$ cat src/include/icache_consts.svh
`ifndef ICACHE_CONSTS_SVH
`define ICACHE_CONSTS_SVH

// byte address split: tag | index | offset
`define ICACHE_TAG_W    23
`define ICACHE_INDEX_W  6
`define ICACHE_OFFSET_W 3

// geometry
`define ICACHE_SETS     64
`define ICACHE_WAYS     2

// one line holds two 32-bit words
`define ICACHE_LINE_W   64

`endif

$ cat src/hdl/icache_pkg.sv
`default_nettype none

`include "icache_consts.svh"

package icache_pkg;

    // fetch address, seen flat on the memory side and split by the stages
    typedef union packed {
        logic [31:0] word;
        struct packed {
            logic [`ICACHE_TAG_W-1:0]    tag;
            logic [`ICACHE_INDEX_W-1:0]  index;
            logic [`ICACHE_OFFSET_W-1:0] offset;
        } f;
    } icache_addr_u;

endpackage

`default_nettype wire

$ cat src/hdl/icache_req_stage.sv
`default_nettype none
`timescale 1ns/10ps

module icache_req_stage (
    input  logic                   clk,
    input  logic                   rst,
    input  logic                   valid,
    input  icache_pkg::icache_addr_u addr,
    input  logic                   stall,
    output logic                   addr_ok,
    output logic                   req_valid,
    output icache_pkg::icache_addr_u req_addr
);

    logic take;

    // a request is taken only while the pipeline moves
    assign addr_ok = ~stall;
    assign take    = valid & ~stall;

    // entry stays put under stall so the missed request can replay
    always_ff @(posedge clk) begin
        if (rst) begin
            req_valid <= 1'b0;
        end else if (!stall) begin
            req_valid <= take;
        end
    end

    always_ff @(posedge clk) begin
        if (take) begin
            req_addr <= addr;
        end
    end

endmodule

`default_nettype wire

$ cat config.mk
export PLATFORM = sky130hd
export DESIGN_NAME = icache_req_stage
export DESIGN_NICKNAME = d
export VERILOG_FILES = /design/src/hdl/icache_pkg.sv /design/src/hdl/icache_req_stage.sv
export VERILOG_INCLUDE_DIRS = /design/src /design/src/include
export SDC_FILE = /design/constraint.sdc
export NUM_CORES = 1
export LEC_CHECK = 0
export BUFFER_PORTS_ARGS = -buffer_cell sky130_fd_sc_hd__buf_2
export CAP_MARGIN = 20
export CORE_ASPECT_RATIO = 0.6
export CORE_MARGIN = 2
export CORE_UTILIZATION = 42
export DETAILED_ROUTE_END_ITERATION = 8
export HOLD_SLACK_MARGIN = 0.12
export PLACE_DENSITY = 0.87
export SETUP_SLACK_MARGIN = 0.3
export SYNTH_ARGS = -nofsm -noshare
export SYNTH_HDL_FRONTEND = slang
export SYNTH_SLANG_ARGS = --single-unit
$ cat constraint.sdc
create_clock -name clk -period 1.68 [get_ports clk]
set_input_delay 0.336 -clock clk [delete_from_list [all_inputs] [get_ports clk]]
set_output_delay 0.336 -clock clk [all_outputs]
set_load 0.01 [all_outputs]
==> flow_metrics.env <==
export IMPL_clkSinkCount=33
export IMPL_syn2layout_area_growth_pct=50.56
export IMPL_setup_tns_ns=0
export IMPL_finalHoldViolations=0
export IMPL_clkLatencyLatePin_ns=0.27
export IMPL_irDropWorstVdd_uv=599.0
export IMPL_timing_hold_ws_ns=0.2175
export IMPL_drt_iter0_markers=38
export IMPL_synthCells=37
export IMPL_grt_usage=0.1350
export IMPL_holdCritPathClass="in -> reg"
export IMPL_cp_required_ns=1.34
export IMPL_place_detailed_hpwl_um=1384
export IMPL_fin_nets=150
export IMPL_ctsHoldBuffers=0
export IMPL_rrSetupSlack_ns=1.07
export IMPL_via_per_inst=4.234
export IMPL_drv_slew=0
export IMPL_core_um2=2212
export IMPL_grt_max_degree=33
export IMPL_die_y_um=41.93
export IMPL_path_buf_inv=1
export IMPL_dr_pass1_iters=4
export IMPL_antenna_cells=0
export IMPL_ys_types=6
export IMPL_htreeDepth=2
export IMPL_fmax_mhz=878.4
export IMPL_post_route_util=0.6855
export IMPL_clock_path_buffers=2
export IMPL_antenna_found_initial=0
export IMPL_synth_top_area_share=0.9540
export IMPL_io_buffer_count=69
export IMPL_grt_pass1_vias=625
export IMPL_gp_congestion=0.6382
export IMPL_synth_area_um2=1007
export IMPL_clkTransAtPathRegs_ns=0.06
export IMPL_num_rows=13
export IMPL_yosys_warnings=0
export IMPL_cpPeakStageDelay_ns=0.38
export IMPL_slew_headroom=0.8902
export IMPL_cts_buffers=5
export IMPL_post_cts_buffers=0
export IMPL_power_density_nw_per_um2=1193
export IMPL_clock_skew_ns=0
export IMPL_start_kind="register"
export IMPL_grt_pass1_wl_um=2615
export IMPL_netlist_top_cell_by_area="edfxtp_1"
export IMPL_synth_most_common_cell="edfxtp_1"
export IMPL_drv_cap=0
export IMPL_ys_seq_area_frac=0.9739
export IMPL_postRouteAntennaNets=0
export IMPL_synth_area_leaders="edfxtp_1 (95%), dfxtp_1 (2.0%), mux2i_1 (0.99%), and2b_2 (0.87%), inv_1 (0.37%)"
export IMPL_arrival_ns=0.80
export IMPL_layout_drive_gt1_share=0.6696
export IMPL_ioPinCount=70
export IMPL_rsz0062_at_grt="no"
export IMPL_syn_nets=73
export IMPL_synth_seq_cells=33
export IMPL_status="finished clean"
export IMPL_via_count=614
export IMPL_cp_max_fo=1
export IMPL_tritoncts="yes"
export IMPL_post_route_period_util=0.6776
export IMPL_cp_slowest_cell="edfxtp_1"
export IMPL_drc=0
export IMPL_synth_edf_count=32
export IMPL_wl_per_cell_um=12.66
export IMPL_worst_path_dominant_cell_family="flip-flops"
export IMPL_cts_root_buf="clkbuf_8"
export IMPL_dieArea_um2=2819
export IMPL_synthFlopType="edfxtp_1"
export IMPL_setup_viol=0
export IMPL_cp_end_kind="primary output"
export IMPL_worstPathCellList="buf_2"
export IMPL_layout_min_cycle_time_ns=1.138
export IMPL_dieWidth_um=67.22
export IMPL_start_util=0.4553
export IMPL_wirelength_um=1836
export IMPL_criticalPathCategory="reg -> out"
export IMPL_cts_resized=0
export IMPL_leakage_nw=0.6608
export IMPL_tightestPinTransition_ns=0.1647
export IMPL_grt_overflow_total=0
export IMPL_async_flop_share=0
export IMPL_avgSynthCellArea_um2=27.22
-- sequential cells by signal (all words and copies together) (netlist names) --
name and cells:
req_valid 1, req_addr 32
-- metal layers --
layer | wire [um] | share of wire | GRT usage | up-vias
met3 | 204 | 0.11 | 0.07859 | 0
met5 | 0 | 0 | 0 | -
met1 | 782 | 0.43 | 0.1527 | 270
li1 | - | - | - | 298
met4 | 0 | 0 | 0.05714 | 0
met2 | 849 | 0.46 | 0.2079 | 46
-- area by class of cell --
class / count / area (um2)
Multi-Input combinational cell: 3 / 22.52
Timing Repair Buffer: 70 / 365.4
Clock inverter: 2 / 33.78
Fill cell: 158 / 695.7
Clock buffer: 6 / 72.57
Tap cell: 30 / 37.54
Sequential cell: 33 / 980.9
Inverter: 1 / 3.754
-- stage by stage --
| step | instance area (um2) | total power, mW | setup slack, ns | instances |
|---|---|---|---|---|
| CTS | 1516 | 1.829 | 0.5285 | 145 |
| floorplan | 1007 | 1.040 | 0.4237 | 37 |
| finish | 1516 | 1.809 | 0.5416 | 145 |
| global route | 1516 | 1.883 | 0.4997 | 145 |
| detailed placement | 1410 | 1.139 | 0.4809 | 137 |
| global placement | 1410 | 1.132 | 0.4979 | 137 |
-- cells by family after synthesis --
| kind of cell | count (synthesis) | share of synthesized area |
|---|---|---|
| flip-flops | 33 | 0.9739 |
| AND/OR/NAND/NOR | 2 | 0.01242 |
| multiplexers | 1 | 0.009938 |
| buffers and inverters | 1 | 0.003723 |
-- where the power goes --
| part | internal (mW) | leakage (nW) | total (mW) | switching [mW] |
|---|---|---|---|---|
| Combinational | 0.0699 | 0.299 | 0.143 | 0.0729 |
| Clock | 0.437 | 0.0528 | 0.691 | 0.254 |
| Sequential | 0.964 | 0.309 | 0.976 | 0.0123 |
| Total | 1.47 | 0.661 | 1.81 | 0.339 |
-- layout by cell type, fill, tap and decap left out, drive strengths merged --
master  instances
bufinv          1
buf            70
nor2            1
inv             1
clkbuf          6
dfxtp           1
and2b           1
mux2i           1
clkinv          1
edfxtp         32
-- worst paths after layout --
check / to / cells after the start / from
setup / recovery: req_addr[10] / 1 / req_addr[10]$_DFFE_PP_
hold / removal: req_valid$_SDFFE_PP0N_ / 2 / rst
setup reg to reg: req_valid$_SDFFE_PP0N_ / 2 / req_valid$_SDFFE_PP0N_
hold reg to reg: req_valid$_SDFFE_PP0N_ / 2 / req_valid$_SDFFE_PP0N_
Note: power is estimated with default switching activity, not from simulation.
