**config.mk**
```make
export PLATFORM = sky130hd
export DESIGN_NAME = icache_refill
export DESIGN_NICKNAME = d
export VERILOG_FILES = /design/src/hdl/icache_pkg.sv /design/src/hdl/icache_refill.sv
export VERILOG_INCLUDE_DIRS = /design/src /design/src/include
export SDC_FILE = /design/constraint.sdc
export NUM_CORES = 1
export LEC_CHECK = 0
export ABC_AREA = 1
export BUFFER_PORTS_ARGS = -buffer_cell sky130_fd_sc_hd__buf_2
export CORE_ASPECT_RATIO = 0.8
export CORE_MARGIN = 5
export CORE_UTILIZATION = 40
export CTS_CLUSTER_DIAMETER = 150
export DETAILED_ROUTE_END_ITERATION = 6
export GPL_ROUTABILITY_DRIVEN = 0
export PLACE_DENSITY = 0.89
export SLEW_MARGIN = 40
export SYNTH_ARGS = -nofsm -noshare
export SYNTH_HDL_FRONTEND = slang
export SYNTH_SLANG_ARGS = --single-unit
```
**constraint.sdc**
```tcl
create_clock -name clk -period 4.6 [get_ports clk]
set_input_delay 0.92 -clock clk [delete_from_list [all_inputs] [get_ports clk]]
set_output_delay 0.92 -clock clk [all_outputs]
set_load 0.02 [all_outputs]
```
**src/include/icache_consts.svh**
```systemverilog
`ifndef ICACHE_CONSTS_SVH
`define ICACHE_CONSTS_SVH

// byte address split: tag | index | offset
`define ICACHE_TAG_W    23
`define ICACHE_INDEX_W  6
`define ICACHE_OFFSET_W 3

// geometry
`define ICACHE_SETS     64
`define ICACHE_WAYS     2

// one line holds two 32-bit words
`define ICACHE_LINE_W   64

`endif

```
**src/hdl/icache_pkg.sv**
```systemverilog
`default_nettype none

`include "icache_consts.svh"

package icache_pkg;

    // fetch address, seen flat on the memory side and split by the stages
    typedef union packed {
        logic [31:0] word;
        struct packed {
            logic [`ICACHE_TAG_W-1:0]    tag;
            logic [`ICACHE_INDEX_W-1:0]  index;
            logic [`ICACHE_OFFSET_W-1:0] offset;
        } f;
    } icache_addr_u;

endpackage

`default_nettype wire

```
**src/hdl/icache_refill.sv**
```systemverilog
`default_nettype none
`timescale 1ns/10ps

`include "icache_consts.svh"

module icache_refill (
    input  logic                       clk,
    input  logic                       rst,
    input  logic                       miss,
    input  icache_pkg::icache_addr_u   miss_addr,
    input  logic                       victim_way,
    input  logic                       ret_valid,
    input  logic [`ICACHE_LINE_W-1:0]  ret_data,
    output logic                       rd_req,
    output logic [31:0]                rd_addr,
    output logic                       fill_we,
    output logic                       fill_way,
    output logic [`ICACHE_INDEX_W-1:0] fill_index,
    output logic [`ICACHE_TAG_W-1:0]   fill_tag,
    output logic [`ICACHE_LINE_W-1:0]  fill_line,
    output logic                       fill_done
);

    import icache_pkg::*;

    localparam logic [1:0] ST_IDLE  = 2'd0;
    localparam logic [1:0] ST_WAIT  = 2'd1;
    localparam logic [1:0] ST_WRITE = 2'd2;

    logic [1:0]                state;
    icache_addr_u              line_addr;
    logic                      victim_q;
    logic [`ICACHE_LINE_W-1:0] line_q;

    always_ff @(posedge clk) begin
        if (rst) begin
            state     <= ST_IDLE;
            rd_req    <= 1'b0;
            fill_done <= 1'b0;
        end else begin
            rd_req    <= 1'b0;
            fill_done <= 1'b0;
            case (state)
                ST_IDLE: begin
                    if (miss) begin
                        state  <= ST_WAIT;
                        rd_req <= 1'b1;
                    end
                end
                ST_WAIT: begin
                    if (ret_valid) begin
                        state <= ST_WRITE;
                    end
                end
                ST_WRITE: begin
                    state     <= ST_IDLE;
                    fill_done <= 1'b1;
                end
                default: begin
                    state <= ST_IDLE;
                end
            endcase
        end
    end

    // miss buffer
    always_ff @(posedge clk) begin
        if (state == ST_IDLE && miss) begin
            line_addr <= miss_addr;
            victim_q  <= victim_way;
        end
        if (state == ST_WAIT && ret_valid) begin
            line_q <= ret_data;
        end
    end

    assign rd_addr = {line_addr.word[31:`ICACHE_OFFSET_W], {`ICACHE_OFFSET_W{1'b0}}};

    // single write cycle into tag and data arrays
    assign fill_we    = (state == ST_WRITE);
    assign fill_way   = victim_q;
    assign fill_index = line_addr.f.index;
    assign fill_tag   = line_addr.f.tag;
    assign fill_line  = line_q;

endmodule

`default_nettype wire

```
==> flow_summary.json, run 1 <==
{
  "outcome": "completed",
  "max_freq_mhz": 492,
  "synth_area_per_cell_sq_um": 21.6,
  "grt_max_degree": 65,
  "holdPathStages": 2,
  "synth.ff_latch_count": 98,
  "cts_buffer_depth": 2,
  "hold_viol": 0,
  "drive_above_1_share_pct": 68.3,
  "whs_endpoint": "fill_done",
  "cts-resized-gates": 0,
  "fp.dieW_um": 110,
  "hpwl_mm": 6.09,
  "arrival_ns": 1.11,
  "post_cts_buffers": 0,
  "worstSetupPathType": "reg2out",
  "crit_path_end_kind": "output port",
  "final_cell_mix": "223 x buf_2, 94 x edfxtp_1, 9 x clkbuf_8",
  "period_needed_ns": 2.03,
  "ys_seq_area_share_pct": 90.0,
  "vias_per_cell": 4.26,
  "portBuffers": 223,
  "fp-row-count": 29,
  "tightest_slew_ns": 0.763,
  "setup_violations": 0,
  "dieArea_sq_um": 9970,
  "grt_overflow": 0,
  "htree_levels": 3,
  "first_iter_violations": 50,
  "first_global_vias": 2208,
  "min_path_type": "reg2reg",
  "maxCapViolations": 0,
  "grt_pass1_wl_mm": 11.6,
  "drtPass1Iterations": 4,
  "worstPathMaxFanout": 4,
  "final_util_pct": 56.6,
  "rrSetupSlack_ns": 2.93,
  "clkSinkCount": 98,
  "peakVddDrop_v": 0.000261,
  "p_leak_nw": 1.96,
  "path_clk_slew_ns": 0.09,
  "synth_cell_types": 12,
  "grt_setup_unrepaired": "false",
  "initial_utilization_pct": 40.8,
  "grt_usage_pct": 15.1,
  "synth_cells": 149,
  "cp-start-kind": "register",
  "antenna_cells": 0,
  "r2r_start": "state[0]",
  "crit_required_ns": 3.68,
  "clock_latency_ns": 0.35,
  "syn_area_sq_um": 3230,
  "cts_tree": "built",
  "grt_antenna_before_repair": 0,
  "drt-total-wl_mm": 7.57,
  "clk_root_buffer_cell": "clkbuf_8",
  "hold_buffers": 0,
  "timing.setup.tns_ns": 0,
  "final.setup_skew_ns": 0.00557,
  "die_h_um": 90.3,
  "hold_ws_ns": 0.544,
  "final.period_utilization_pct": 44.2,
  "pin_count": 230,
  "syn_to_final_growth_pct": 38.8,
  "slew-limit-headroom_pct": 49.1,
  "route.detailed.drc": 0,
  "ys_warn_count": 0,
  "reg2reg_depth": 3,
  "numCtsBuffers": 9,
  "slew_violations": 0,
  "powerDensity_nw_per_um2": 403,
  "nets": 456,
  "core_sq_um": 7910,
  "antenna_left": 0,
  "critPathLaunch": "state[1]",
  "min_from": "state[1]",
  "reg2reg_to": "fill_line[57]",
  "vias": 1993,
  "final_common_cell": "buf_2",
  "wl_per_cell_um": 16.2
}
## metrics by stage
| stage | std cells | worst slack (ns) | power, mW | area [sq um] |
|---|---|---|---|---|
| after floorplan | 151 | 0.470 | 1.19 | 3230 |
| after CTS | 468 | 2.55 | 1.83 | 4480 |
| after global placement | 452 | 2.42 | 1.26 | 4270 |
| after global routing | 468 | 2.47 | 1.90 | 4480 |
| final | 468 | 2.57 | 1.80 | 4480 |
| after detailed placement | 452 | 2.39 | 1.27 | 4270 |
## state kept, by name, indices dropped and copies added (netlist names)
register and flops:
fill_line 64, state 2, line_addr 29, fill_way 1
rd_req 1, fill_done 1
## synthesized netlist by cell type
cell       n  area, sq um
edfxtp_1  94         2820
buf_4     32          240
nor2_1     5         18.8
dfxtp_1    4         80.1
inv_1      4         15.0
nand2_1    4         15.0
conb_1     1         3.75
inv_2      1         3.75
nand3_1    1         5.00
nor2_2     1         6.26
nor3_1     1         5.00
nor3_2     1         10.0
## worst max-delay path by stage
stage,depth (start not counted),slack [ns],to
global route,3,2.47,fill_we
finish,3,2.57,fill_we
CTS,3,2.55,fill_we
floorplan,2,0.47,fill_line[0]
global placement,4,2.42,fill_line[10]
detailed placement,4,2.39,fill_line[16]
## area by class of cell
cell class                 count  area (sq um)
sequential                    98          2900
multi-input combinational     16          81.3
tap                          108           135
inverter                       5          18.8
timing repair buffer         225          1130
fill                         635          3430
clock inverter                 7          82.6
clock buffer                   9           124
## per-layer routing
metal,vias up,wire (um),track usage (%)
met1,917,2360,13.7
li1,923,-,-
met2,144,3950,27.1
met5,-,0,0
met3,9,1150,9.91
met4,0,104,5.23
## where the power goes
group          switching (mW)  internal [mW]
registers              0.0146           1.03
logic                   0.130         0.0681
clock network           0.301          0.261
## kinds of logic after synthesis
kind of cell	count (synthesis)	share of synthesized area (%)
buffers and inverters	37	8.03
flip-flops	98	90.0
other	1	0.116
AND/OR/NAND/NOR	13	1.86
## worst max-delay path, stage by stage (launching register included)
cell and delay (ns):
dfxtp_1 0.41, inv_1 0.09, nor2_1 0.09, buf_2 0.17
Note: power is estimated with default switching activity, not from simulation.
==> run 2, diff against run 1 <==
Clock period 4.6 ns to 2.1 ns, I/O delays scaled along.
==> flow_summary.json, run 2 (synthesis gave the netlist of run 1 again) <==
{
  "outcome": "completed",
  "p_clk_share_pct": 30.9,
  "grt_pass1_wl_mm": 12.0,
  "reg2reg_depth": 4,
  "hpwl_mm": 6.19,
  "post_cts_buffers": 0,
  "use_met3_pct": 10.8,
  "initial_utilization_pct": 40.8,
  "arrival_ns": 1.11,
  "final_cell_mix": "223 x buf_2, 94 x edfxtp_1, 9 x clkbuf_8",
  "fp.dieW_um": 110,
  "timing.setup.tns_ns": 0,
  "min_path_type": "in2reg",
  "cp_slowest_cell": "dfxtp_1",
  "route.detailed.drc": 0,
  "final.setup_skew_ns": 0.00547,
  "antenna_cells": 0,
  "busiest_layer": "met2",
  "peakVddDrop_v": 0.000606,
  "portBuffers": 223,
  "powerDensity_nw_per_um2": 879,
  "core_sq_um": 7910,
  "path_clk_slew_ns": 0.10,
  "p_comb_share_pct": 11.1,
  "r2r_start": "state[1]",
  "pin_count": 230,
  "drtPass1Iterations": 4,
  "hold_viol": 0,
  "p_leak_nw": 1.97,
  "antenna_left": 0,
  "critPathLaunch": "state[1]",
  "first_global_vias": 2239,
  "period_needed_ns": 1.53,
  "final_common_cell": "buf_2",
  "power_switching_mw": 0.970,
  "wl_per_cell_um": 16.5,
  "worstPathMaxFanout": 4,
  "clkSinkCount": 98,
  "worstSetupPathType": "reg2out",
  "final.period_utilization_pct": 72.7,
  "grt_overflow": 0,
  "crit_chain": "inv_1 > nor2_1 > buf_2",
  "numCtsBuffers": 9,
  "slew_violations": 0,
  "cts-resized-gates": 0,
  "reg2reg_to": "fill_line[48]",
  "max_freq_mhz": 655,
  "htree_levels": 3,
  "p_int_mw": 2.98,
  "p_seq_share_pct": 57.9,
  "dieArea_sq_um": 9970,
  "rrSetupSlack_ns": 0.64,
  "crit_path_end_kind": "output port",
  "met2_usage_pct": 26.8,
  "drt-total-wl_mm": 7.70,
  "fp-row-count": 29,
  "grt_setup_unrepaired": "false",
  "grt_use_met1_pct": 15.1,
  "p_sw_share_pct": 24.6,
  "slowest_delay_ns": 0.41,
  "setup_violations": 0,
  "syn_to_final_growth_pct": 39.2,
  "vias_per_cell": 4.22,
  "first_iter_violations": 42,
  "cts_tree": "built",
  "hold_buffers": 0,
  "crit_required_ns": 1.68,
  "setup.worst_path.end": "fill_we",
  "clk_root_buffer_cell": "clkbuf_8",
  "maxCapViolations": 0,
  "die_h_um": 90.3,
  "largest_reg_flops": 64,
  "nets": 456,
  "grt_antenna_before_repair": 0,
  "cp-start-kind": "register",
  "vias": 1977,
  "fillers": 661,
  "drive_above_1_share_pct": 68.3,
  "instances_no_fill": 468,
  "placedCellCount": 452,
  "clock_latency_ns": 0.35,
  "grt_max_degree": 61,
  "cts_buffer_depth": 2,
  "grt_usage_pct": 15.5
}
[run 2: changes by cell type in the layout (fill, tap and decap cells not counted), sizes merged]
cell / delta
clkinv: +2
clkinvlp: -1
inv: -1
[run 2: area by class of cell]
class	instances	area [sq um]	area share (%)
clock buffer	9	124	2.76
clock inverter	7	83.8	1.87
inverter	5	18.8	0.418
multi-input combinational	16	81.3	1.81
sequential	98	2900	64.7
tap	108	135	3.01
timing repair buffer	225	1140	25.5
[run 2: worst min-delay path by stage]
| stage | startpoint | to | slack, ns | depth (start not counted) |
|---|---|---|---|---|
| floorplan | state[0] | fill_done | 0.48 | 1 |
| global placement | state[0] | fill_done | 0.51 | 1 |
| detailed placement | state[0] | fill_done | 0.52 | 1 |
| CTS | ret_data[38] | fill_line[38] | 0.21 | 1 |
| global route | ret_data[63] | fill_line[63] | 0.19 | 1 |
| finish | ret_data[38] | fill_line[38] | 0.23 | 1 |
[run 2: power by group through the flow]
stage          logic, mW  registers, mW  clock network (mW)
6_report           0.440           2.29                1.22
5_1_grt            0.471           2.30                1.38
4_1_cts            0.449           2.29                1.28
3_5_place_dp       0.448           2.33                   0
3_3_place_gp       0.437           2.33                   0
2_1_floorplan      0.154           2.44                   0
[run 2: metal layers]
metal  vias up  wire length (um)
met3         7              1150
met2       138              3930
met5         -                 0
li1        919                 -
met4         0                51
met1       913              2570
[run 2: stage by stage]
stage | hold slack (ns) | cell area, sq um | setup slack, ns | util (%) | total power [mW]
after floorplan | 0.483 | 3240 | 0.214 | - | 2.60
after global placement | 0.507 | 4280 | 0.630 | 54.1 | 2.76
after detailed placement | 0.525 | 4280 | 0.605 | 54.1 | 2.78
after CTS | 0.207 | 4490 | 0.534 | 56.8 | 4.02
after global routing | 0.188 | 4490 | 0.487 | 56.8 | 4.15
final | 0.233 | 4490 | 0.573 | 56.8 | 3.95
[run 2: worst max-delay path: cells and delay by family (launching register included)]
family / cells / cell delay, ns
and+or+nand+nor: 1 / 0.09
buffers and inverters: 2 / 0.26
DFF: 1 / 0.41
==> run 3, diff against run 2 <==
Settings changed: ABC_AREA 1 to 0, CORE_UTILIZATION 40 to 36, PLACE_DENSITY 0.89 to 0.85.
Clock period 2.1 ns to 1.2 ns, I/O delays scaled along.
==> flow_summary.json, run 3 <==
{
  "peakVddDrop_v": 0.000664,
  "outcome": "finished with violations",
  "synthTopCellsByArea": "edfxtp_1 88%, buf_4 7.5%, dfxtp_1 2.5%",
  "hold_ws_ns": 0.0581,
  "hold_viol": 0,
  "core_sq_um": 8600,
  "grt_overflow": 0,
  "final_common_cell": "buf_2",
  "clkSinkCount": 98,
  "initial_utilization_pct": 37.2,
  "grt_setup_unrepaired": "true",
  "synth_top_area_cell": "edfxtp_1",
  "cts_tree": "built",
  "fp-row-count": 30,
  "crit_path_end_kind": "output port",
  "final.period_utilization_pct": 108,
  "arrival_ns": 1.05,
  "drt-total-wl_mm": 8.71,
  "synth_area_per_cell_sq_um": 22.7,
  "synth_cells": 141,
  "largest_reg_flops": 64,
  "worstSetupPathType": "reg2out",
  "slowest_delay_ns": 0.37,
  "path_clk_slew_ns": 0.09,
  "portBuffers": 223,
  "first_iter_violations": 39,
  "ys_warn_count": 0,
  "synth.ff_latch_count": 98,
  "period_needed_ns": 1.29,
  "syn_area_sq_um": 3200,
  "critPathBufInv": 1,
  "synth_edf_count": 94,
  "timing.setup.tns_ns": -2.35,
  "setup_ws_ns": -0.0936,
  "synthFlopType": "edfxtp_1",
  "nets": 459,
  "worstPathMaxFanout": 4,
  "seqCellArea_sq_um": 2910,
  "grt_usage_pct": 13.9,
  "final_cell_area_sq_um": 4980,
  "powerDensity_nw_per_um2": 1370,
  "antenna_left": 0,
  "multi_input_area_sq_um": 86.3,
  "synth.most_common_cell": "edfxtp_1",
  "synth_top_area_share_pct": 88.2,
  "min_path_type": "in2reg",
  "grt_pass1_wl_mm": 11.1,
  "route.detailed.drc": 0,
  "numCtsBuffers": 9,
  "fillers": 702,
  "place_ws_ns": 0.00470,
  "vias_per_cell": 4.22,
  "max_freq_mhz": 773,
  "cp_slowest_cell": "dfxtp_2",
  "instances_no_fill": 475,
  "synthTopCellsByCount": "94 x edfxtp_1, 32 x buf_4, 4 x dfxtp_1",
  "slew_violations": 0,
  "hpwl_mm": 6.15,
  "cts_buffer_depth": 2,
  "placedCellCount": 449,
  "p_leak_nw": 2.12,
  "final_cell_mix": "178 x buf_2, 94 x edfxtp_1, 46 x buf_6, 9 x clkbuf_8, 5 x clkbuf_16",
  "wl_per_cell_um": 18.3,
  "violations": "setup timing",
  "pin_count": 230,
  "final.setup_skew_ns": 0.00695,
  "clk_root_buffer_cell": "clkbuf_8",
  "crit_chain": "and2b_1 > buf_6",
  "cp-start-kind": "register",
  "fp.dieW_um": 115,
  "drive_above_1_share_pct": 70.8,
  "critical-path-top-delay-family": "flip-flops",
  "dpl-instance-area_sq_um": 4290,
  "htree_levels": 3,
  "first_global_vias": 2048,
  "dieArea_sq_um": 10900,
  "synth_cell_types": 11,
  "drtPass1Iterations": 4,
  "vias": 2005,
  "grt_max_degree": 31,
  "syn_to_final_growth_pct": 55.6,
  "setup_violations": 87,
  "rrSetupSlack_ns": -0.04,
  "synthArstFlopShare_pct": 0,
  "hold_buffers": 0,
  "maxCapViolations": 0,
  "crit_required_ns": 0.96,
  "antenna_cells": 0,
  "clock_latency_ns": 0.35,
  "grt_antenna_before_repair": 0,
  "die_h_um": 94.4,
  "ys_seq_area_share_pct": 90.7
}
## run 3: cell types whose count changed after synthesis, sizes merged
| cell | before | now |
|---|---|---|
| nor2 | 6 | 2 |
| inv | 5 | 0 |
| nand2 | 4 | 1 |
| a211oi | 0 | 1 |
| nand2b | 0 | 2 |
| nand3 | 1 | 0 |
| and2b | 0 | 1 |
| nor2b | 0 | 1 |
## run 3: timing repair
item,in CTS,in global routing
buffers inserted,0,1
gates resized for setup,21,80
pin swaps,1,1
setup endpoints to repair,87,139
cloned,1,8
## run 3: per-layer routing
metal	wire, um	track usage, %	vias up	part of all wire [%]
li1	-	-	927	-
met1	3080	14.8	975	35
met2	4830	25.1	95	55
met3	693	5.77	8	8.0
met4	114	4.30	0	1.3
met5	0	0	-	0
## run 3: cell type report
class / count / share of cell area, %
Tap cell: 112 / 2.81
Multi-Input combinational cell: 13 / 1.73
Clock buffer: 10 / 2.56
Sequential cell: 98 / 58.3
Timing Repair Buffer: 236 / 33.5
Clock inverter: 6 / 1.00
## run 3: metrics by stage
step                util (%)  total power [mW]
floorplan                  -              4.49
global placement        49.9              4.77
detailed placement      49.9              4.79
CTS                     53.0              6.73
global route            58.0              7.15
finish                  58.0              6.84
## run 3: worst paths after layout
check / endpoint / cells after the start / start
setup reg to reg: fill_line[2] / 4 / state[0]
setup / recovery: fill_we / 2 / state[0]
hold / removal: line_addr[22] / 1 / miss_addr[22]
hold reg to reg: state[0] / 1 / state[1]
## run 3: power by group
| part | leakage [nW] | switching (mW) | total (mW) | internal [mW] |
|---|---|---|---|---|
| Clock | 0.0771 | 1.14 | 1.91 | 0.776 |
| Sequential | 0.907 | 0.0744 | 4.00 | 3.93 |
| Combinational | 1.13 | 0.492 | 0.927 | 0.435 |
| Total | 2.12 | 1.70 | 6.84 | 5.14 |
## run 3: cells by family after synthesis
group | count (synthesis) | share of synthesized area [%]
compound gates | 1 | 0.235
other cells | 1 | 0.117
simple gates | 9 | 1.49
buf+inv | 32 | 7.50
flops | 98 | 90.7
## run 3: worst reg2reg max path: stages, from the launching register on
cell and delay [ns]:
dfxtp_2 0.37, nand2_2 0.08, nor2_4 0.17, buf_12 0.18, clkbuf_16 0.17
